File: config.mk
export PLATFORM = sky130hd
export DESIGN_NAME = twdl_cordic
export DESIGN_NICKNAME = d
export VERILOG_FILES = /design/src/hw/twdl_num_pkg.sv /design/src/hw/twdl_cordic.sv
export SDC_FILE = /design/constraint.sdc
export NUM_CORES = 2
export LEC_CHECK = 0
export BUFFER_PORTS_ARGS = -buffer_cell sky130_fd_sc_hd__buf_2
export CAP_MARGIN = 20
export CORE_MARGIN = 8
export CORE_UTILIZATION = 53
export DETAILED_ROUTE_END_ITERATION = 8
export PLACE_DENSITY_LB_ADDON = 0.08
export SKIP_LAST_GASP = 1
export SYNTH_ARGS = -nofsm -noshare
export SYNTH_HDL_FRONTEND = slang
export SYNTH_SLANG_ARGS = --single-unit
File: constraint.sdc
create_clock -name clk -period 10.1 [get_ports clk]
set_clock_uncertainty 0.1 [all_clocks]
set_input_delay 2.02 -clock clk [delete_from_list [all_inputs] [get_ports clk]]
set_output_delay 2.02 -clock clk [all_outputs]
set_load 0.01 [all_outputs]
File: src/hw/twdl_num_pkg.sv
package twdl_num_pkg;

	// sample format Q1.17
	localparam int D_W = 18;
	// twiddle format Q2.14
	localparam int TW_W = 16;
	localparam int TW_FRAC = 14;
	localparam int TW_ONE = 16384;
	// sample times twiddle, and the complex sum of two of them
	localparam int PROD_W = D_W + TW_W;
	localparam int SUM_W = PROD_W + 1;
	// twiddle times twiddle, complex sum
	localparam int TWP_W = 2 * TW_W + 1;

	// phase is a fraction of one turn
	localparam int PHASE_W = 16;
	localparam int NUM_W = 12;
	// round(2^24 / N)
	localparam int RECIP_W = 24;
	localparam int FACTOR_W = 3;
	localparam int LANES = 5;

	// cordic datapath, guard bits below the twiddle lsb
	localparam int CORDIC_ITER = 16;
	localparam int XY_GRD = 2;
	localparam int XY_W = TW_W + XY_GRD + 2;
	localparam int Z_GRD = 4;
	localparam int Z_W = PHASE_W + Z_GRD + 1;
	// (TW_ONE << XY_GRD) / 1.64676, undoes the cordic gain
	localparam int CORDIC_X0 = 39797;
	// atan(2^-i) in units of 2^-20 turn
	localparam logic signed [Z_W-1:0] CORDIC_ATAN [CORDIC_ITER] = '{
		131072, 77376, 40883, 20753, 10417, 5213, 2607, 1304,
		652, 326, 163, 81, 41, 20, 10, 5
	};

	// latencies in cycles
	localparam int CORDIC_LAT = CORDIC_ITER + 1;
	localparam int POW_LAT = 4;
	localparam int ROT_DLY = CORDIC_LAT + POW_LAT;
	localparam int STAGE_LAT = ROT_DLY + 3;

	typedef struct packed {
		logic signed [D_W-1:0] re;
		logic signed [D_W-1:0] im;
	} cplx_t;

	typedef struct packed {
		logic signed [TW_W-1:0] re;
		logic signed [TW_W-1:0] im;
	} tw_t;

	// unrounded twiddle product, Q4.28
	typedef struct packed {
		logic signed [TWP_W-1:0] re;
		logic signed [TWP_W-1:0] im;
	} twp_t;

	typedef cplx_t [LANES-1:0] vec_t;
	// index 0 holds W^1, index 3 holds W^4
	typedef tw_t [LANES-2:0] tw_vec_t;

	localparam tw_t TW_UNIT = '{re: TW_W'(TW_ONE), im: '0};

endpackage

File: src/hw/twdl_cordic.sv
`timescale 1ns/100ps

module twdl_cordic
	import twdl_num_pkg::*;
(
	input  logic               clk,
	input  logic [NUM_W-1:0]   num,
	input  logic [RECIP_W-1:0] recip,
	output tw_t                w
);

	logic [RECIP_W-1:0] frac;
	logic [PHASE_W-1:0] phase_q;
	logic [1:0] quad;
	logic signed [PHASE_W-1:0] resid;
	logic signed [XY_W-1:0] x_in [CORDIC_ITER];
	logic signed [XY_W-1:0] y_in [CORDIC_ITER];
	logic signed [Z_W-1:0] z_in [CORDIC_ITER];
	logic signed [XY_W-1:0] x_q [CORDIC_ITER];
	logic signed [XY_W-1:0] y_q [CORDIC_ITER];
	// last iteration needs no angle out
	logic signed [Z_W-1:0] z_q [CORDIC_ITER-1];
	logic signed [XY_W-1:0] x_rnd;
	logic signed [XY_W-1:0] y_rnd;

	// num/N in turns, keeping 24 bits wraps whole turns away
	assign frac = RECIP_W'(num) * recip;

	// top fraction bits, rounded
	always_ff @(posedge clk) begin
		phase_q <= frac[RECIP_W-1 -: PHASE_W] + PHASE_W'(frac[RECIP_W-PHASE_W-1]);
	end

	// nearest quarter turn, residual stays within +-45 deg
	assign quad = phase_q[PHASE_W-1 -: 2] + 2'(phase_q[PHASE_W-3]);
	assign resid = phase_q - (PHASE_W'(quad) << (PHASE_W - 2));

	always_comb begin
		// start vector pre-rotated by -quad * 90 deg
		case (quad)
			2'd0: begin
				x_in[0] = XY_W'(CORDIC_X0);
				y_in[0] = '0;
			end
			2'd1: begin
				x_in[0] = '0;
				y_in[0] = -XY_W'(CORDIC_X0);
			end
			2'd2: begin
				x_in[0] = -XY_W'(CORDIC_X0);
				y_in[0] = '0;
			end
			default: begin
				x_in[0] = '0;
				y_in[0] = XY_W'(CORDIC_X0);
			end
		endcase
		// negative angle gives exp(-j theta)
		z_in[0] = -(Z_W'(resid) <<< Z_GRD);
		for (int i = 1; i < CORDIC_ITER; i++) begin
			x_in[i] = x_q[i-1];
			y_in[i] = y_q[i-1];
			z_in[i] = z_q[i-1];
		end
	end

	// one shift-add micro-rotation per stage
	always_ff @(posedge clk) begin
		for (int i = 0; i < CORDIC_ITER; i++) begin
			if (!z_in[i][Z_W-1]) begin
				x_q[i] <= x_in[i] - (y_in[i] >>> i);
				y_q[i] <= y_in[i] + (x_in[i] >>> i);
			end else begin
				x_q[i] <= x_in[i] + (y_in[i] >>> i);
				y_q[i] <= y_in[i] - (x_in[i] >>> i);
			end
		end
		for (int i = 0; i < CORDIC_ITER - 1; i++) begin
			if (!z_in[i][Z_W-1]) begin
				z_q[i] <= z_in[i] - CORDIC_ATAN[i];
			end else begin
				z_q[i] <= z_in[i] + CORDIC_ATAN[i];
			end
		end
	end

	// drop guard bits with rounding
	assign x_rnd = x_q[CORDIC_ITER-1] + XY_W'(1 << (XY_GRD - 1));
	assign y_rnd = y_q[CORDIC_ITER-1] + XY_W'(1 << (XY_GRD - 1));
	assign w.re = x_rnd[XY_GRD +: TW_W];
	assign w.im = y_rnd[XY_GRD +: TW_W];

endmodule

* After elaboration in Yosys (flattened, before gate mapping) *
Memory sizes are Yosys's and may differ from the RTL's.
Index checks and enable logic that the tools add are counted.
Widths: inputs -> output; s select.

word-level totals
  logic and storage cells = 236
  bits in writable memories = 955
  bits in latches = 0
  output and inout port bits = 32
  ROM bits = 0
  flip-flop bits (word level) = 16
  input bits = 37
  memories = 3

memory list
  memory  words  width  read ports  clocked after Yosys merged registers in  wr ports  RTL line           RTL
  x_q     16     20     16          0                                        16        twdl_cordic.sv:19  logic signed [XY_W-1:0] x_q [CORDIC_ITER];
  y_q     16     20     16          0                                        16        twdl_cordic.sv:20  logic signed [XY_W-1:0] y_q [CORDIC_ITER];
  z_q     15     21     15          0                                        15        twdl_cordic.sv:22  logic signed [Z_W-1:0] z_q [CORDIC_ITER-1];

cells by class
  shift-type cells = 0
  eq/ne operators = 2
  mux-type cells = 81
  $mul = 1
  divide/modulo/power cells = 0
  bitwise gates (word level) = 47
  reduce and logical (&&, ||, !) cells = 2
  add/subtract/negate cells = 99
  order comparisons = 0

operators by type and width
  operator          count
  $mux 20           32
  $mux 21           15
  $pmux 20 s2       2
  $or 1x1->1        47
  $add 20x10->20    2
  $add 20x11->20    2
  $add 20x12->20    2
  $add 20x13->20    2
  $add 20x14->20    2
  $add 20x15->20    2
  $add 20x16->20    2
  $add 20x17->20    2
  $add 20x18->20    2
  $add 20x19->20    2
  $add 20x5->20     2
  $add 20x6->20     2
  $add 20x7->20     2
  $add 20x8->20     2
  $add 20x9->20     2
  $sub 20x10->20    2
  $sub 20x11->20    2
  $sub 20x12->20    2
  $sub 20x13->20    2
  $sub 20x14->20    2
  other kinds (53)  96

* Longest topological paths before layout *
  depth after elaboration = 6
  gate-level depth with buffers = 26
  gate-level depth less buffers = 24

* Worst setup path after synthesis *
No wires, ideal clock.

  kind = input -> register
  start = input num[5]
  end = register phase_q[15]
  data required time = 9879 ps
  cell stages on the path = 21
  setup slack = 2353 ps
  buffers on the path = 2
  arrival = 7526 ps
  cells stage by stage = clkbuf_1 > buf_1 > nand2_1 > fa_1 > fa_1 > inv_1 > fa_1 > fa_1 > inv_1 > fa_1 > inv_1 > ha_1 > and3_1 > and3_1 > a311o_1 > a21o_1 > xor2_1 > nand3_2 > or4_1 > nand3_1 > xnor2_1

between the ends
  longest elaborated chain between the ends = 2

RTL lines
  item                    RTL line           RTL
  start: declaration      twdl_cordic.sv:7   input logic [NUM_W-1:0] num,
  $mul 12x24->24          twdl_cordic.sv:27  assign frac = RECIP_W'(num) * recip;
  $add 16x1->16           twdl_cordic.sv:31  phase_q <= frac[RECIP_W-1 -: PHASE_W] + PHASE_W'(frac[RECIP_W-PHASE_W-1]);
  end signal: assignment  twdl_cordic.sv:31
  end: declaration        twdl_cordic.sv:13  logic [PHASE_W-1:0] phase_q;

No other way between the ends.

* Worst setup path after layout *
Ends and elaborated chain as after synthesis.

==> results.md <==
- CTS tree: built
- Crit path max fanout: 19
- Via count: approximately 54,000
- Total grt overflow: 0
- Vert. Die Dim: 375 um
- Worst-path clk slew: 60 ps
- Max transition margin: 29.9%
- CP top delay family: adder cells
- CP required: 10,620 ps
- Internal reg-to-reg setup slack: 5480 ps
- Antenna Cells: 0
- Initial Utilization: a little over half
- Nets: 9,181
- Crit end category: register
- Met1 global-route usage: 27.0%
- Clock buffer depth: 3
- GRT Total Usage: 21.4%
- Startpoint class of the critical path: input pin
- Layout cells sized above 1: approximately 3.9%
- Cell Area, Synth: 68,300 um^2
- Seq cells post-synth: 889
- CP cell instances: buf_2 > nand2_1 > fa_1 > fa_1 > inv_1 > fa_1 > fa_1 > inv_1 > fa_1 > inv_1 > ha_1 > nand2_1 > o21a_1 > o21ai_0 > a311o_1 > a21o_1 > a41oi_1 > a21o_1 > or4_1 > nand3_1 > xnor2_1
- Root buf cell: clkbuf_16
- Worst slew pin tran: roughly 1000 ps
- Htree depth: 3
- Syn Area/Cell: 8.61 um^2
- Met2 Usage GRT: 38.7%
- I/O pin total: 69
- Iteration count of the initial detailed-routing pass: 5
- Final Max Tran Viols: 0
- Largest net degree at the start of global routing: 47
- # rows: 131
- Top-area cell type share of the netlist area: 26.1%
- Synth cell types: 79
- RSZ-0062 raised after global routing: no
- Syn Nets: 9,100
- Hold WS: 223 ps
- Vias in the first global route: about 53,000
- DR vias/cell: 5.55
- Initial antenna violation count: 0
- Cells after synthesis: slightly below 8,000
- Worst Hold Class: register to register
- Fin. Hold Viols: 0
- Area Overhead vs Synth: 8.45%
- Final min period: 7230 ps
- First-pass GRT wire length: roughly 260,000 um
- Final wirelength: 153,000 um
- Post-synth ARST share: 0%
- Main area contributors after synthesis: dfxtp_1 (26%), ha_1 (17%), xnor2_1 (9.2%)
- Setup TNS: 0 ps
- Area leader, netlist: dfxtp_1
- Outcome: finished, final reports clean
- Routed Antenna Nets: 0
- Critical-path top delay cell: fa_1
- Tcrit/Tclk final: 71.6%
- Crit-path max cell delay: between 500 and 600 ps
- DIE AREA: 141,000 um^2
- Critical path class: input pin to register
- CTS Sinks: slightly below 900
- Starting DRT DRC Count: 2,717
- Count of final setup violators: 0
- Max Clk Rate: 138 MHz
- Sequential cell area fraction in the yosys report: between 20% and 30%
- DR WL/cell: 15.7 um
- WP buf/inv: 4
- Top FF cell, synth: dfxtp_1
- GP Congestion: 0.876
- Core outline area: ~130,000 um^2
- Num CTS Buffers: 102
- Worst skew pair latency: 700 ps
- Max-cap violations: 0
- Yosys Warn Count: 0
- Post-CTS setup repair buffer count: 0
- PostCTS Resize Cnt: 0
- Met3 Use GR: about 2.5%
- Die width: 375 um
- Crit-path most repeated cell: fa_1
- EDFF count, synth: 0
- DP HPWL: 123,000 um
- Cts hold-fix bufs: 0
- Port Buf Inserts: 68
- Arrival time of the worst setup path: between 7000 and 8000 ps
- GRT Max-Usage Layer: met2
- DR DRC count: 0
[state kept, by name (all words and copies together) (netlist names)]
name and flops:
phase_q 16, x_q 299, y_q 300, z_q 274
[final cells by class]
cell class	instances	area [um^2]
clock inverter	52	697
timing repair buffer	86	475
clock buffer	138	2930
inverter	585	2200
multi-input combinational	6356	47900
tap	1662	2080
sequential	889	17800
fill	11579	53600
[synthesized netlist by cell type, types with 14 or more instances]
cell type and instances:
ha_1 925, dfxtp_1 889, xnor2_1 716, a21oi_1 704
nor2_1 636, inv_1 581, nand2_1 519, xor2_1 321
o21ai_0 297, nor3_1 282, nand3_1 207, fa_1 199
or3_1 159, nor2b_1 145, and2_1 136, a21o_1 126
clkbuf_1 96, o21a_1 75, nand2b_1 74, a31oi_1 68
a211oi_1 63, and3_1 63, o21bai_1 54, a21boi_0 53
mux2i_1 45, o41ai_1 44, a41o_1 39, o31ai_1 34
o211ai_1 30, a311oi_1 29, mux2_2 27, nor4_1 24
a211o_1 20, nand3b_1 20, nor3b_1 19, a22o_1 18
a311o_1 18, o21ai_1 18, o41a_1 14
[kinds of logic after synthesis]
group                    Yosys count  share of synthesized area [%]
AO/OA/AOI/OAI                   1779                           16.4
AND/OR/NAND/NOR                 2342                           16.5
other                              1                        0.00549
XOR/XNOR                        1038                           13.3
adder cells (fa/ha/maj)         1124                           22.8
buffers and inverters            694                           3.81
multiplexers                      72                           1.10
flip-flops                       889                           26.1
[metal layers]
layer	wire length, um	share of wire (%)	up-vias
li1	-	-	27948
met2	74900	49	772
met1	70000	46	25321
met5	0	0	-
met4	3480	2.3	0
met3	5010	3.3	208
[path summary, 6_finish.rpt]
check / cells after the start / startpoint / end
worst max-delay path: 21 / num[5] / phase_q[15]
worst min register to register: 0 / z_q[0][127] / z_q[0][148]
worst max register to register: 12 / z_q[1][41] / z_q[1][61]
worst min-delay path: 0 / z_q[0][127] / z_q[0][148]
[cells in the final DEF, fill, tap and decap left out, types with 20 or more instances in the layout]
cell type and count:
nand3b_1 20, nand2b_1 74, a211o_1 20, a41o_1 39, nor2b_1 145, o21ai_0 297, xor2_1 321, mux2_2 27
o21bai_1 54, a311oi_1 29, dfxtp_1 889, inv_1 581, and3_1 63, a21oi_1 704, nor4_1 24, a31oi_1 68
clkinv_2 23, fa_1 199, ha_1 925, nor2_1 636, o41ai_1 44, nand3_1 207, a21boi_0 53, o211ai_1 30
o21a_1 75, o31ai_1 34, and2_1 136, a21o_1 126, nor3_1 282, clkbuf_16 107, nand2_1 519, a211oi_1 63
or3_1 159, mux2i_1 45, buf_2 68, xnor2_1 716
[stage by stage]
| stage | util [%] | setup slack (ps) | area, um^2 | std cells |
|---|---|---|---|---|
| 6_report | 58.0 | 2870 | 74100 | 9768 |
| 5_1_grt | 58.0 | 2520 | 74100 | 9768 |
| 4_1_cts | 58.0 | 2930 | 74100 | 9767 |
| 3_5_place_dp | 55.2 | 2170 | 70500 | 9577 |
| 3_3_place_gp | 55.2 | 2240 | 70500 | 9577 |
| 2_1_floorplan | - | 2350 | 68300 | 7939 |
[worst register-to-register path, delay by kind of cell, from the launching register on]
kind	cells	cell delay, ps
AO/OA/AOI/OAI	7	1690
buffers and inverters	2	1180
adder cells (fa/ha/maj)	1	630
AND/OR/NAND/NOR	2	590
flip-flops	1	300
Power is not shown: default switching activity piles up to over one toggle a cycle in this logic, so the estimate is an artifact.
