$ cat src/hw/twdl_num_pkg.sv
package twdl_num_pkg;

	// sample format Q1.17
	localparam int D_W = 18;
	// twiddle format Q2.14
	localparam int TW_W = 16;
	localparam int TW_FRAC = 14;
	localparam int TW_ONE = 16384;
	// sample times twiddle, and the complex sum of two of them
	localparam int PROD_W = D_W + TW_W;
	localparam int SUM_W = PROD_W + 1;
	// twiddle times twiddle, complex sum
	localparam int TWP_W = 2 * TW_W + 1;

	// phase is a fraction of one turn
	localparam int PHASE_W = 16;
	localparam int NUM_W = 12;
	// round(2^24 / N)
	localparam int RECIP_W = 24;
	localparam int FACTOR_W = 3;
	localparam int LANES = 5;

	// cordic datapath, guard bits below the twiddle lsb
	localparam int CORDIC_ITER = 16;
	localparam int XY_GRD = 2;
	localparam int XY_W = TW_W + XY_GRD + 2;
	localparam int Z_GRD = 4;
	localparam int Z_W = PHASE_W + Z_GRD + 1;
	// (TW_ONE << XY_GRD) / 1.64676, undoes the cordic gain
	localparam int CORDIC_X0 = 39797;
	// atan(2^-i) in units of 2^-20 turn
	localparam logic signed [Z_W-1:0] CORDIC_ATAN [CORDIC_ITER] = '{
		131072, 77376, 40883, 20753, 10417, 5213, 2607, 1304,
		652, 326, 163, 81, 41, 20, 10, 5
	};

	// latencies in cycles
	localparam int CORDIC_LAT = CORDIC_ITER + 1;
	localparam int POW_LAT = 4;
	localparam int ROT_DLY = CORDIC_LAT + POW_LAT;
	localparam int STAGE_LAT = ROT_DLY + 3;

	typedef struct packed {
		logic signed [D_W-1:0] re;
		logic signed [D_W-1:0] im;
	} cplx_t;

	typedef struct packed {
		logic signed [TW_W-1:0] re;
		logic signed [TW_W-1:0] im;
	} tw_t;

	// unrounded twiddle product, Q4.28
	typedef struct packed {
		logic signed [TWP_W-1:0] re;
		logic signed [TWP_W-1:0] im;
	} twp_t;

	typedef cplx_t [LANES-1:0] vec_t;
	// index 0 holds W^1, index 3 holds W^4
	typedef tw_t [LANES-2:0] tw_vec_t;

	localparam tw_t TW_UNIT = '{re: TW_W'(TW_ONE), im: '0};

endpackage

$ cat src/hw/twdl_regs_pkg.sv
package twdl_regs_pkg;

	localparam int AXIL_AW = 8;
	localparam int AXIL_DW = 32;
	localparam int CNT_W = 16;

	// register map
	localparam logic [AXIL_AW-1:0] ADDR_CTRL = 8'h00;
	localparam logic [AXIL_AW-1:0] ADDR_RECIP = 8'h04;
	localparam logic [AXIL_AW-1:0] ADDR_STATUS = 8'h08;
	// ctrl word, factor sits in the low bits
	localparam int CTRL_BYPASS_BIT = 4;

	localparam logic [1:0] RESP_OKAY = 2'b00;
	localparam logic [1:0] RESP_SLVERR = 2'b10;

	typedef struct packed {
		logic [AXIL_AW-1:0] awaddr;
		logic awvalid;
		logic [AXIL_DW-1:0] wdata;
		logic [AXIL_DW/8-1:0] wstrb;
		logic wvalid;
		logic bready;
		logic [AXIL_AW-1:0] araddr;
		logic arvalid;
		logic rready;
	} axil_req_t;

	typedef struct packed {
		logic awready;
		logic wready;
		logic [1:0] bresp;
		logic bvalid;
		logic arready;
		logic [AXIL_DW-1:0] rdata;
		logic [1:0] rresp;
		logic rvalid;
	} axil_rsp_t;

	typedef struct packed {
		logic [twdl_num_pkg::FACTOR_W-1:0] factor;
		logic bypass;
		logic [twdl_num_pkg::RECIP_W-1:0] recip;
	} twdl_cfg_t;

endpackage

$ cat src/hw/twdl_axil_regs.sv
`timescale 1ns/100ps

module twdl_axil_regs
	import twdl_num_pkg::*;
	import twdl_regs_pkg::*;
(
	input  logic      clk,
	input  logic      rst_n,
	input  axil_req_t axil_req,
	output axil_rsp_t axil_rsp,
	input  logic      out_valid,
	output twdl_cfg_t cfg
);

	logic wr_rdy_q;
	logic bvalid_q;
	logic [1:0] bresp_q;
	logic ar_rdy_q;
	logic rvalid_q;
	logic [1:0] rresp_q;
	logic [AXIL_DW-1:0] rdata_q;
	twdl_cfg_t cfg_q;
	logic [CNT_W-1:0] cnt_q;
	logic wr_hs;
	logic rd_hs;
	logic wr_hit;
	logic rd_hit;
	logic [AXIL_DW-1:0] rd_word;

	// aw and w accepted together, ready only pulses for one cycle
	assign wr_hs = wr_rdy_q & axil_req.awvalid & axil_req.wvalid;
	assign rd_hs = ar_rdy_q & axil_req.arvalid;
	assign wr_hit = axil_req.awaddr inside {ADDR_CTRL, ADDR_RECIP, ADDR_STATUS};

	always_ff @(posedge clk) begin
		if (!rst_n) begin
			wr_rdy_q <= 1'b0;
			bvalid_q <= 1'b0;
			bresp_q <= RESP_OKAY;
			cfg_q <= '0;
		end else begin
			// no new write while a response is still out
			wr_rdy_q <= axil_req.awvalid && axil_req.wvalid && !bvalid_q && !wr_rdy_q;
			if (wr_hs) begin
				bvalid_q <= 1'b1;
				bresp_q <= wr_hit ? RESP_OKAY : RESP_SLVERR;
				// factor and bypass share byte 0
				if (axil_req.awaddr == ADDR_CTRL && axil_req.wstrb[0]) begin
					cfg_q.factor <= axil_req.wdata[FACTOR_W-1:0];
					cfg_q.bypass <= axil_req.wdata[CTRL_BYPASS_BIT];
				end
				if (axil_req.awaddr == ADDR_RECIP) begin
					for (int b = 0; b < RECIP_W / 8; b++) begin
						if (axil_req.wstrb[b]) begin
							cfg_q.recip[8*b +: 8] <= axil_req.wdata[8*b +: 8];
						end
					end
				end
			end else if (bvalid_q && axil_req.bready) begin
				bvalid_q <= 1'b0;
			end
		end
	end

	// output vector count, wraps, any status write clears
	always_ff @(posedge clk) begin
		if (!rst_n) begin
			cnt_q <= '0;
		end else if (wr_hs && axil_req.awaddr == ADDR_STATUS) begin
			cnt_q <= '0;
		end else if (out_valid) begin
			cnt_q <= cnt_q + 1'b1;
		end
	end

	// read mux
	always_comb begin
		rd_word = '0;
		rd_hit = 1'b1;
		case (axil_req.araddr)
			ADDR_CTRL: begin
				rd_word[FACTOR_W-1:0] = cfg_q.factor;
				rd_word[CTRL_BYPASS_BIT] = cfg_q.bypass;
			end
			ADDR_RECIP: rd_word[RECIP_W-1:0] = cfg_q.recip;
			ADDR_STATUS: rd_word[CNT_W-1:0] = cnt_q;
			default: rd_hit = 1'b0;
		endcase
	end

	always_ff @(posedge clk) begin
		if (!rst_n) begin
			ar_rdy_q <= 1'b0;
			rvalid_q <= 1'b0;
			rresp_q <= RESP_OKAY;
		end else begin
			ar_rdy_q <= axil_req.arvalid && !rvalid_q && !ar_rdy_q;
			if (rd_hs) begin
				rvalid_q <= 1'b1;
				rresp_q <= rd_hit ? RESP_OKAY : RESP_SLVERR;
			end else if (rvalid_q && axil_req.rready) begin
				rvalid_q <= 1'b0;
			end
		end
	end

	// read data held until rready
	always_ff @(posedge clk) begin
		if (rd_hs) begin
			rdata_q <= rd_word;
		end
	end

	always_comb begin
		axil_rsp.awready = wr_rdy_q;
		axil_rsp.wready = wr_rdy_q;
		axil_rsp.bresp = bresp_q;
		axil_rsp.bvalid = bvalid_q;
		axil_rsp.arready = ar_rdy_q;
		axil_rsp.rdata = rdata_q;
		axil_rsp.rresp = rresp_q;
		axil_rsp.rvalid = rvalid_q;
	end

	assign cfg = cfg_q;

endmodule

$ cat config.mk
export PLATFORM = sky130hd
export DESIGN_NAME = twdl_axil_regs
export DESIGN_NICKNAME = d
export VERILOG_FILES = /design/src/hw/twdl_num_pkg.sv /design/src/hw/twdl_regs_pkg.sv /design/src/hw/twdl_axil_regs.sv
export SDC_FILE = /design/constraint.sdc
export NUM_CORES = 1
export LEC_CHECK = 0
export BUFFER_PORTS_ARGS = -buffer_cell sky130_fd_sc_hd__buf_4
export CORE_MARGIN = 2
export CORE_UTILIZATION = 40
export CTS_CLUSTER_DIAMETER = 120
export DETAILED_ROUTE_END_ITERATION = 12
export GPL_ROUTABILITY_DRIVEN = 0
export PLACE_DENSITY = 0.69
export REMOVE_ABC_BUFFERS = 1
export SLEW_MARGIN = 0
export SYNTH_ARGS = -nofsm -noshare
export SYNTH_HDL_FRONTEND = slang
export SYNTH_SLANG_ARGS = --single-unit
$ cat constraint.sdc
create_clock -name clk -period 2.7 [get_ports clk]
set_input_delay 0.675 -clock clk [delete_from_list [all_inputs] [get_ports clk]]
set_output_delay 0.675 -clock clk [all_outputs]
set_load 0.01 [all_outputs]
Word-level counts from Yosys, hierarchy flattened. Index checks and enable logic that the tools add are counted.

Register bits after elaboration: 76. Word-level logic and storage cells: 58. Output and inout port bits: 69. Input port bits: 60.

Reduce and logical (&&, ||, !) cells: 24. Equality and inequality tests: 4. Bitwise logic cells: 4. Mux-type cells: 11. Add/subtract/negate cells: 1.

Operators by type and width (number): $pmux 11 s2 (1); $add 16x1->16 const B (1); $eq 8x3->1 const B (2); $eq 8x4->1 const B (2); $logic_not 8->1 (2); $logic_and 1x1->1 (9); $pmux 3 s3 (1); $reduce_and 3->1 (3); $mux 1 (5); $logic_not 1->1 (4); $mux 2 (2); $reduce_bool 2->1 (2); $and 1x1->1 (3); $pmux 1 s3 (1); $reduce_bool 3->1 (1); $reduce_or 3->1 (1); $pmux 1 s2 (1); $reduce_and 2->1 (1); $reduce_or 2->1 (1); $not 1->1 (1).

Depth between registers and ports, before layout. Gate-level depths: netlist of the first run.

Depth after elaboration: 4. Depth in mapped cells: 6. Depth with buffers taken out: 5.

Least setup slack after synthesis of the first run. No wires, ideal clock.

Path kind: input port to flip-flop. Start point: input port axil_req[50] (netlist name). End point: register cnt_q[15]. Library setup time: 0.115 ns. Required time: 2.585 ns. Stages: 6. Path buffers: 2. Slack: 0.320 ns. Arrival time: 2.265 ns. Cells stage by stage: or4_4 > buf_6 > or2_1 > o41ai_4 > buf_6 > nor2_1.

Word-level cells in the longest chain between the ends: 3.

RTL lines: from (decl) (line twdl_axil_regs.sv:9) `input axil_req_t axil_req,`; $eq 8x4->1 (line twdl_axil_regs.sv:69) `end else if (wr_hs && axil_req.awaddr == ADDR_STATUS) begin`; $logic_and 1x1->1 (line twdl_axil_regs.sv:69); $reduce_or 2->1 (no source line); to (signal assigned) (line twdl_axil_regs.sv:72) `cnt_q <= cnt_q + 1'b1;`; to (decl) (line twdl_axil_regs.sv:23) `logic [CNT_W-1:0] cnt_q;`.

Every way passes these cells. A chain may end at the register's enable or synchronous reset.

Worst setup path in the final report of the first run.
Start point: input port axil_req[50] (netlist name). End point: register cnt_q[0].

The elaborated chain is that of the path after synthesis.

==> results of run 1 <==
cells in the mapped netlist (all sizes together), types with 2 or more instances:
cell    number  area, um^2
a21oi        7        35.0
a22o        12         105
and2         9        56.3
and3         2        12.5
buf         17         135
clkbuf      10        37.5
dfxtp       50        1000
edfxtp      24         721
inv          3        11.3
mux2i       33         330
nand2        7        26.3
nand3        3        20.0
nand3b       3        22.5
nand4        6        37.5
nor2        28         105
nor2b       30         188
nor3         2        10.0
nor4        11         129
or2          2        12.5
xnor2       11        96.3
xor2         4        35.0
logic make-up after synthesis:
family / Yosys count / synth area share
adder cells (fa/ha/maj): 1 / 0.00385
flip-flops: 74 / 0.530
multiplexers: 33 / 0.102
buffers and inverters: 30 / 0.0566
XOR/XNOR: 15 / 0.0404
AO/OA/AOI/OAI: 24 / 0.0600
AND/OR/NAND/NOR: 109 / 0.207
other: 1 / 0.00115
final timing paths:
kind,start,endpoint,slack [ns],depth (start not counted)
worst max-delay path,axil_req[50],cnt_q[0],0.62,6
worst min-delay path,rvalid_q,ar_rdy_q,0.44,1
worst max register to register,wr_rdy_q,cfg[0],1.00,5
worst min register to register,rvalid_q,ar_rdy_q,0.44,1
layer usage:
layer,global-route usage,up-vias,routed length (um)
li1,-,1200,-
met1,0.194,1109,3110
met2,0.269,79,3280
met3,0.0474,8,458
met4,0.0640,0,76
met5,0,-,0
metrics by stage:
stage               utilization  power [uW]
floorplan                     -        1240
global placement          0.526        1330
detailed placement        0.526        1330
CTS                       0.559        2420
global route              0.559        2480
finish                    0.559        2400
registers in the layout, indices dropped and copies added, names as in the netlist:
name and count:
cfg 28, bvalid_q 1, cnt_q 16, rdata_q 24, rvalid_q 1, bresp_q 1, wr_rdy_q 1, ar_rdy_q 1
rresp_q 1
cells in the final DEF, fill, tap and decap left out, types with 2 or more instances in the layout:
cell	instances
buf_4	116
dfxtp_1	50
mux2i_1	33
nor2b_1	30
nor2_1	28
edfxtp_1	24
a22o_1	12
xnor2_1	11
conb_1	10
and2_1	9
clkbuf_8	9
nor4_1	7
nand2_1	7
a21oi_1	7
nand4_1	6
nor4_4	4
xor2_1	4
bufinv_16	4
nand3b_1	3
inv_1	3
clkinv_1	3
and3_1	2
nand3_1	2
nor3_1	2
layout make-up:
| cell class | count | area (um^2) | share of cell area |
|---|---|---|---|
| clock buffer | 9 | 124 | 0.0284 |
| multi-input combinational | 192 | 1380 | 0.316 |
| tap | 102 | 128 | 0.0292 |
| clock inverter | 7 | 131 | 0.0301 |
| inverter | 3 | 11.3 | 0.00258 |
| timing repair buffer | 116 | 871 | 0.199 |
| sequential | 74 | 1720 | 0.394 |
worst max-delay path, cell delays in order:
cell and delay (ns):
buf_4 0.11, or4_4 0.61, or2_1 0.29, o41ai_4 0.28, buf_4 0.27, nor2_1 0.07
power groups by stage:
stage	registers, uW	clock network [uW]	logic, uW
2_1_floorplan	1190	0	47.4
3_3_place_gp	1190	0	142
3_5_place_dp	1190	0	144
4_1_cts	1160	1110	145
5_1_grt	1160	1160	158
6_report	1160	1100	143
==> flow_summary_export.csv, run 1 <==
group,metric,value,unit
status,outcome,"completed",
placed_design,placed_area,4110,um^2
sta,final_max_slew_viol_count,0,
yosys,async_reset_ff_frac,0,
sta,finalWorstSetupSlack,0.621,ns
yosys,synth_flop_cell,"dfxtp_1",
die,num_io_pins,129,
route,drtIter0Drc,74,
route,vias,2396,
yosys,synth_area,3250,um^2
sta,hold_slack,0.445,ns
cells_and_area,antenna_cells,0,
hold_path,hp-class,"flop to flop",
yosys,syn-mean-instance-area,11.3,um^2
pwr,p_sw,470,uW
clock_tree,clkLatencyLatePin,0.34,ns
pwr,ir_drop,0.258,mV
clock_tree,cts_root_buf,"clkbuf_8",
sta,rsz0062_at_grt,"no",
grt,overflow,0,
yosys,postSynthCellCount,287,
clock_tree,cts-resized-gates,0,
clock_tree,clockBufferDepth,2,
clock_tree,clock-sinks,74,
grt,grtUsageTotal,0.161,
route,ant_nets,0,
pwr,pwr-share-clk,0.456,
die,fp.dieArea,8860,um^2
cells_and_area,fin_area,4370,um^2
die,initial_core_util,0.416,
grt,grt_start_max_net_pins,35,
cells_and_area,num-fill-cells,682,
die,core,7810,um^2
pwr,p_int,1930,uW
cells_and_area,final_cells,503,
grt,antenna_found_initial,0,
cells_and_area,drive_gt1_frac,0.344,
sta,clock.fmax,0.481,GHz
pwr,swShare,0.196,
clock_tree,ctsHoldBuffers,0,
route,wl_per_cell,13.8,um
worst_setup_path,start_kind,"input pin",
sta,period_needed,2.08,ns
worst_setup_path,crit_path_end_kind,"flop",
yosys,ys_seq_area_frac,0.530,
worst_setup_path,critical_path.max_fanout,17,
worst_setup_path,required,2.93,ns
cells_and_area,fin_nets,457,
placed_design,dp_hpwl,4940,um
grt,grt_pass1_vias,2318,
pwr,combPwrFrac,0.060,
die,dieHeight,94.1,um
grt,grt_pass1_wl,10900,um
clock_tree,cts_htree_levels,3,
clock_tree,cts_tree,"yes",
placed_design,pre_cts_ws,0.253,ns
worst_setup_path,crit_type,"input pin to flop",
sta,setup_viol,0,
yosys,ys_seq_elements,74,
cells_and_area,area_delta_synth_final,34.3,%
die,std_cell_rows,32,
route,remaining_drc_errors,0,
sta,finalHoldViolCount,0,
placed_design,placed_cells,487,
clock_tree,post-cts-setup-buffers,0,
yosys,synth_cell_types,38,
pwr,leakage,0.00174,uW
clock_tree,clkTransAtPathRegs,0.08,ns
worst_setup_path,cp.arrival,2.30,ns
yosys,yosysWarnings,0,
sta,fin_worst_skew,0.0120,ns
pwr,p_seq_frac,0.484,
route,dr.pass1.iters,4,
clock_tree,cts_buffers,9,
run,cap_viol_max_count,0,
die,die_width,94.1,um
route,wl,6930,um
yosys,synth_edf_count,24,
sta,min_period_over_period,0.770,
sta,setup_tns,0,ns
pwr,powerDensity,550,nW/um^2
route,vias_per_cell,4.76,
placed_design,port_buffers,109,
Power figures use the tool's default switching activity.
==> run 2, diff against run 1 <==
--- a/config.mk
+++ b/config.mk
@@ -11,7 +11,7 @@
 export CTS_CLUSTER_DIAMETER = 120
 export DETAILED_ROUTE_END_ITERATION = 12
 export GPL_ROUTABILITY_DRIVEN = 0
-export PLACE_DENSITY = 0.69
+export PLACE_DENSITY = 0.72
 export REMOVE_ABC_BUFFERS = 1
 export SLEW_MARGIN = 0
 export SYNTH_ARGS = -nofsm -noshare
==> constraint.sdc (replaced) <==
create_clock -name clk -period 1.75 [get_ports clk]
set_input_delay 0.4375 -clock clk [delete_from_list [all_inputs] [get_ports clk]]
set_output_delay 0.4375 -clock clk [all_outputs]
set_load 0.01 [all_outputs]
==> run 2 against run 1 <==
Against the previous run:
- the run now ends with negative setup slack left
- final cell count grew 2.0%
- clock power grew 25%
- flip-flop and latch count stayed put
- critical endpoint is now cfg[12]
- first-iteration DRC count fell by 16%
- clock skew shrank 0.0027 ns
- worst hold slack worse by 0.10 ns
- non-clock buffer count rose by 10
- via count is 1.9% higher
- combinational power is 71% higher
- global-route usage shrank 0.17 points
==> flow_summary_export.csv, run 2 (synthesis results as in run 1) <==
group,metric,value,unit
route,wl_met1,3100,um
die,die_width,94.1,um
sta,clock.fmax,0.569,GHz
grt,antenna_found_initial,0,
route,ant_nets,0,
sta,final_max_slew_viol_count,0,
cells_and_area,layout_commonest_cell,"buf_4",
placed_design,placed_area,4280,um^2
hold_path,hold-path-cell-count,3,
pwr,ir_drop,0.397,mV
clock_tree,cts_buffers,9,
sta,rsz0062_at_grt,"yes",
die,std_cell_rows,32,
route,routed.top_layer,"met4",
clock_tree,cts_htree_levels,3,
worst_setup_path,cp.arrival,2.01,ns
clock_tree,cts_root_buf,"clkbuf_8",
worst_setup_path,critical_path.max_fanout,8,
die,initial_core_util,0.416,
run,cap_viol_max_count,0,
grt,grt_pass1_vias,2355,
worst_setup_path,rr_endpoint,"cnt_q[15]",
grt,grt_pass1_wl,10900,um
sta,period_needed,1.76,ns
grt,grtUsageTotal,0.159,
cells_and_area,antenna_cells,0,
pwr,powerDensity,755,nW/um^2
cells_and_area,largest_register_ffs,28,
die,num_io_pins,129,
worst_setup_path,cpPeakStageDelay,0.54,ns
sta,fin_worst_skew,0.00933,ns
sta,setup_viol,1,
route,wl_per_cell,13.6,um
placed_design,port_buffers,109,
hold_path,hp-class,"input pin to flop",
worst_setup_path,timing.rr.start,"cnt_q[3]",
worst_setup_path,crit_slowest_cell,"or4_4",
cells_and_area,layout_common_cells,"buf_4 (116), dfxtp_1 (50), mux2i_1 (31), nor2b_1 (30), nor2_1 (28)",
sta,finalWorstSetupSlack,-0.00780,ns
pwr,finalPower,3400,uW
cells_and_area,area_delta_synth_final,38.7,%
clock_tree,clkTransAtPathRegs,0.08,ns
grt,grt_start_max_net_pins,35,
hold_path,min_to,"cfg[3]",
route,dr_wl_met2,3360,um
sta,min_period_over_period,1.00,
worst_setup_path,crit_type,"input pin to flop",
cells_and_area,drive_gt1_frac,0.377,
clock_tree,clockBufferDepth,2,
placed_design,dp_hpwl,5040,um
hold_path,holdCritStartpoint,"axil_req[19]",
grt,overflow,0,
die,core,7810,um^2
cells_and_area,num-fill-cells,659,
worst_setup_path,rr_worst_depth,4,
status,outcome,"finished, violations left",
cells_and_area,fin_nets,467,
worst_setup_path,r2r_slack,0.20,ns
clock_tree,ctsHoldBuffers,0,
route,drtIter0Drc,62,
clock_tree,clock-sinks,74,
clock_tree,clkLatencyLatePin,0.35,ns
route,remaining_drc_errors,0,
status,violations,"negative setup slack",
route,wl_met3,418,um
die,fp.dieArea,8860,um^2
route,dr.pass1.iters,4,
worst_setup_path,required,2.00,ns
clock_tree,cts_tree,"yes",
route,vias,2441,
worst_setup_path,cpMostUsedCell,"buf_12",
pwr,leakage,0.00180,uW
route,wl,6990,um
cells_and_area,fin_area,4510,um^2
worst_setup_path,crit_path_end_kind,"flop",
sta,finalHoldViolCount,0,
worst_setup_path,cp_cell_sequence,"buf_6 > or4_4 > buf_12 > nor4_4 > buf_12 > mux2i_2 > nor2b_1",
clock_tree,post-cts-setup-buffers,0,
route,vias_per_cell,4.76,
die,dieHeight,94.1,um
worst_setup_path,start_kind,"input pin",
-- run 2: cell count changes in the layout (fill, tap and decap cells not counted), sizes merged --
| cell | before | now |
|---|---|---|
| buf | 116 | 126 |
| inv | 3 | 7 |
| clkinvlp | 0 | 1 |
| clkinv | 3 | 1 |
| bufinv | 4 | 1 |
-- run 2: worst max path at each step --
stage,cells past startpoint,startpoint,slack [ns],to
after CTS,7,axil_req[50],-0.006,cfg[5]
after floorplan,4,axil_req[50],-0.43,cnt_q[0]
after global routing,7,axil_req[53],-0.07,cfg[12]
final,7,axil_req[53],-0.008,cfg[12]
after global placement,7,axil_req[50],-0.38,cfg[14]
after detailed placement,7,axil_req[50],-0.38,cfg[0]
-- run 2: stage by stage --
step	setup TNS (ns)	std cells	hold WS, ns	utilization	setup WS [ns]
finish	-0.00780	513	0.342	0.577	-0.00780
global route	-0.420	513	0.343	0.577	-0.0655
global placement	-15.11	497	0.422	0.548	-0.380
floorplan	-17.27	269	0.454	-	-0.425
detailed placement	-15.47	497	0.437	0.548	-0.380
CTS	-0.00606	513	0.333	0.575	-0.00606
-- run 2: what timing repair did --
item	in CTS	in global routing
endpoints found under the setup margin	2	29
pin swaps	0	2
resized for setup	1	5
hold endpoints to repair	0	0
gates cloned	0	0
-- run 2: cell type report --
type / count / area, um^2 / share of cell area
Clock buffer: 9 / 124 / 0.0275
Timing Repair Buffer: 126 / 1040 / 0.232
Sequential cell: 74 / 1720 / 0.382
Inverter: 3 / 11.3 / 0.00250
Multi-Input combinational cell: 192 / 1400 / 0.310
Tap cell: 102 / 128 / 0.0283
Clock inverter: 7 / 81.3 / 0.0180
-- run 2: power by group --
part / internal, uW / leakage (uW) / switching, uW
clock network: 681 / 0.000101 / 685
registers: 1780 / 0.000654 / 12.0
logic: 140 / 0.00105 / 104
total: 2600 / 0.00180 / 801
-- run 2: layer usage --
layer | up-vias | GRT usage
li1 | 1225 | -
met1 | 1134 | 0.191
met2 | 74 | 0.268
met3 | 8 | 0.0498
met4 | 0 | 0.0556
met5 | - | 0
-- run 2: worst max-delay path: cells and delay by family --
kind / cells / cell delay, ns
AND/OR/NAND/NOR: 3 / 0.94
buffers and inverters: 3 / 0.43
multiplexers: 1 / 0.20
==> run 3, diff against run 2 <==
--- a/config.mk
+++ b/config.mk
@@ -11,7 +11,7 @@
 export CTS_CLUSTER_DIAMETER = 120
 export DETAILED_ROUTE_END_ITERATION = 12
 export GPL_ROUTABILITY_DRIVEN = 0
-export PLACE_DENSITY = 0.72
+export PLACE_DENSITY = 0.78
 export REMOVE_ABC_BUFFERS = 1
 export SLEW_MARGIN = 0
 export SYNTH_ARGS = -nofsm -noshare
==> run 3 against run 2 <==
Against the previous run:
- setup slack gained 0.035 ns
- power grew 6.8%
- maximum frequency grew 2.0%
- count of clock-buffer cells in the layout is the same
- critical path depth is the same
- final cell count shrank 0.19%
- the run now ends clean
- sequential share of layout area shrank 0.19 points
- clock skew shrank 0.0011 ns
- non-clock buffer count shrank 1
- via count grew 0.41%
- first-iteration DRC count shrank 37%
==> flow_summary_export.csv, run 3 (synthesis results as in run 1) <==
group,metric,value,unit
status,outcome,"completed",
worst_setup_path,cp_cell_sequence,"buf_4 > or4_4 > buf_12 > nor4_4 > buf_12 > mux2i_1 > nor2b_1",
placed_design,dp_hpwl,5220,um
worst_setup_path,required,2.00,ns
route,vias_per_cell,4.79,
sta,setup_viol,0,
hold_path,hp-class,"input pin to flop",
cells_and_area,fin_nets,466,
sta,hold_slack,0.344,ns
pwr,leakage,0.00181,uW
worst_setup_path,cpPeakStageDelay,0.52,ns
route,wl_per_cell,14.2,um
die,std_cell_rows,32,
clock_tree,clkTransAtPathRegs,0.08,ns
grt,grt_pass1_vias,2441,
route,ant_nets,0,
placed_design,placed_area,4270,um^2
cells_and_area,layout_common_cells,"buf_4 (115), dfxtp_1 (50), mux2i_1 (33), nor2b_1 (30), nor2_1 (28)",
die,die_width,94.1,um
sta,period_needed,1.72,ns
grt,grtUsageTotal,0.169,
clock_tree,cts_buffers,9,
sta,clock.fmax,0.580,GHz
sta,rsz0062_at_grt,"yes",
clock_tree,clock-sinks,74,
clock_tree,post-cts-setup-buffers,0,
grt,overflow,0,
die,initial_core_util,0.416,
clock_tree,cts_root_buf,"clkbuf_8",
sta,final_max_slew_viol_count,0,
die,fp.dieArea,8860,um^2
route,dr.pass1.iters,4,
worst_setup_path,cpMostUsedCell,"buf_12",
worst_setup_path,start_kind,"input pin",
sta,finalHoldViolCount,0,
route,remaining_drc_errors,0,
die,dieHeight,94.1,um
die,core,7810,um^2
cells_and_area,num-fill-cells,658,
sta,fin_worst_skew,0.00821,ns
route,drtIter0Drc,39,
grt,antenna_found_initial,0,
placed_design,port_buffers,109,
clock_tree,cts_htree_levels,3,
pwr,ir_drop,0.445,mV
clock_tree,clkLatencyLatePin,0.35,ns
worst_setup_path,crit_family,"simple AND/OR/NAND/NOR gates",
run,cap_viol_max_count,0,
cells_and_area,antenna_cells,0,
clock_tree,clockBufferDepth,2,
pwr,powerDensity,802,nW/um^2
worst_setup_path,crit_type,"input pin to flop",
grt,grt_start_max_net_pins,35,
worst_setup_path,cp.arrival,1.97,ns
route,wl,7270,um
worst_setup_path,crit_slowest_cell,"or4_4",
worst_setup_path,crit_buf_inv,3,
cells_and_area,fin_area,4530,um^2
cells_and_area,area_delta_synth_final,39.4,%
cells_and_area,multiInputGateArea,1390,um^2
route,vias,2451,
cells_and_area,regArea,1720,um^2
worst_setup_path,critical_path.max_fanout,8,
cells_and_area,layout_commonest_cell,"buf_4",
clock_tree,cts_tree,"yes",
sta,min_period_over_period,0.985,
worst_setup_path,crit_path_end_kind,"flop",
die,num_io_pins,129,
cells_and_area,largest_register_ffs,28,
grt,grt_pass1_wl,11600,um
cells_and_area,drive_gt1_frac,0.371,
worst_setup_path,r2r_slack,0.14,ns
[run 3: what timing repair did]
item                       CTS  global route
setup endpoints to repair    4            19
pin swaps                    2             2
hold buffers                 0             0
gates resized for setup      2             3
[run 3: final timing paths]
path / startpoint / to / depth (start not counted)
worst max register to register: cnt_q[4] / cnt_q[11] / 4
worst min register to register: rvalid_q / ar_rdy_q / 1
worst min-delay path: axil_req[31] / cfg[15] / 3
worst max-delay path: axil_req[49] / cfg[10] / 7
[run 3: metal layers]
metal	global-route usage	up-vias	share of wire	wire length, um
li1	-	1214	-	-
met1	0.203	1146	0.42	3050
met2	0.292	81	0.51	3700
met3	0.0377	10	0.056	410
met4	0.0688	0	0.015	111
met5	0	-	0	0
[run 3: per-stage QoR]
| stage | instances | total power (uW) | TNS, ns | util | setup WS [ns] |
|---|---|---|---|---|---|
| final | 512 | 3630 | 0 | 0.580 | 0.0269 |
| after global routing | 512 | 3770 | -0.349 | 0.580 | -0.0605 |
| after global placement | 496 | 2070 | -15.18 | 0.546 | -0.374 |
| after detailed placement | 496 | 2080 | -15.56 | 0.546 | -0.371 |
| after CTS | 512 | 3650 | 0 | 0.578 | 0.000990 |
| after floorplan | 269 | 1910 | -17.27 | - | -0.425 |
[run 3: where the power goes]
part | switching, uW | internal, uW
Sequential | 13.1 | 1780
Clock | 650 | 947
Combinational | 103 | 138
Total | 766 | 2870
[run 3: area by class of cell]
| class | count | area share |
|---|---|---|
| multi-input cells | 192 | 0.307 |
| well taps | 102 | 0.0282 |
| inverters | 3 | 0.00249 |
| clock inverters | 7 | 0.0260 |
| flip-flops and latches | 74 | 0.380 |
| repair buffers | 125 | 0.229 |
| clock buffers | 9 | 0.0273 |
[run 3: tightest hold or removal path, stage by stage]
cell	delay, ns
buf_4	0.07
mux2i_1	0.05
nor2b_1	0.09
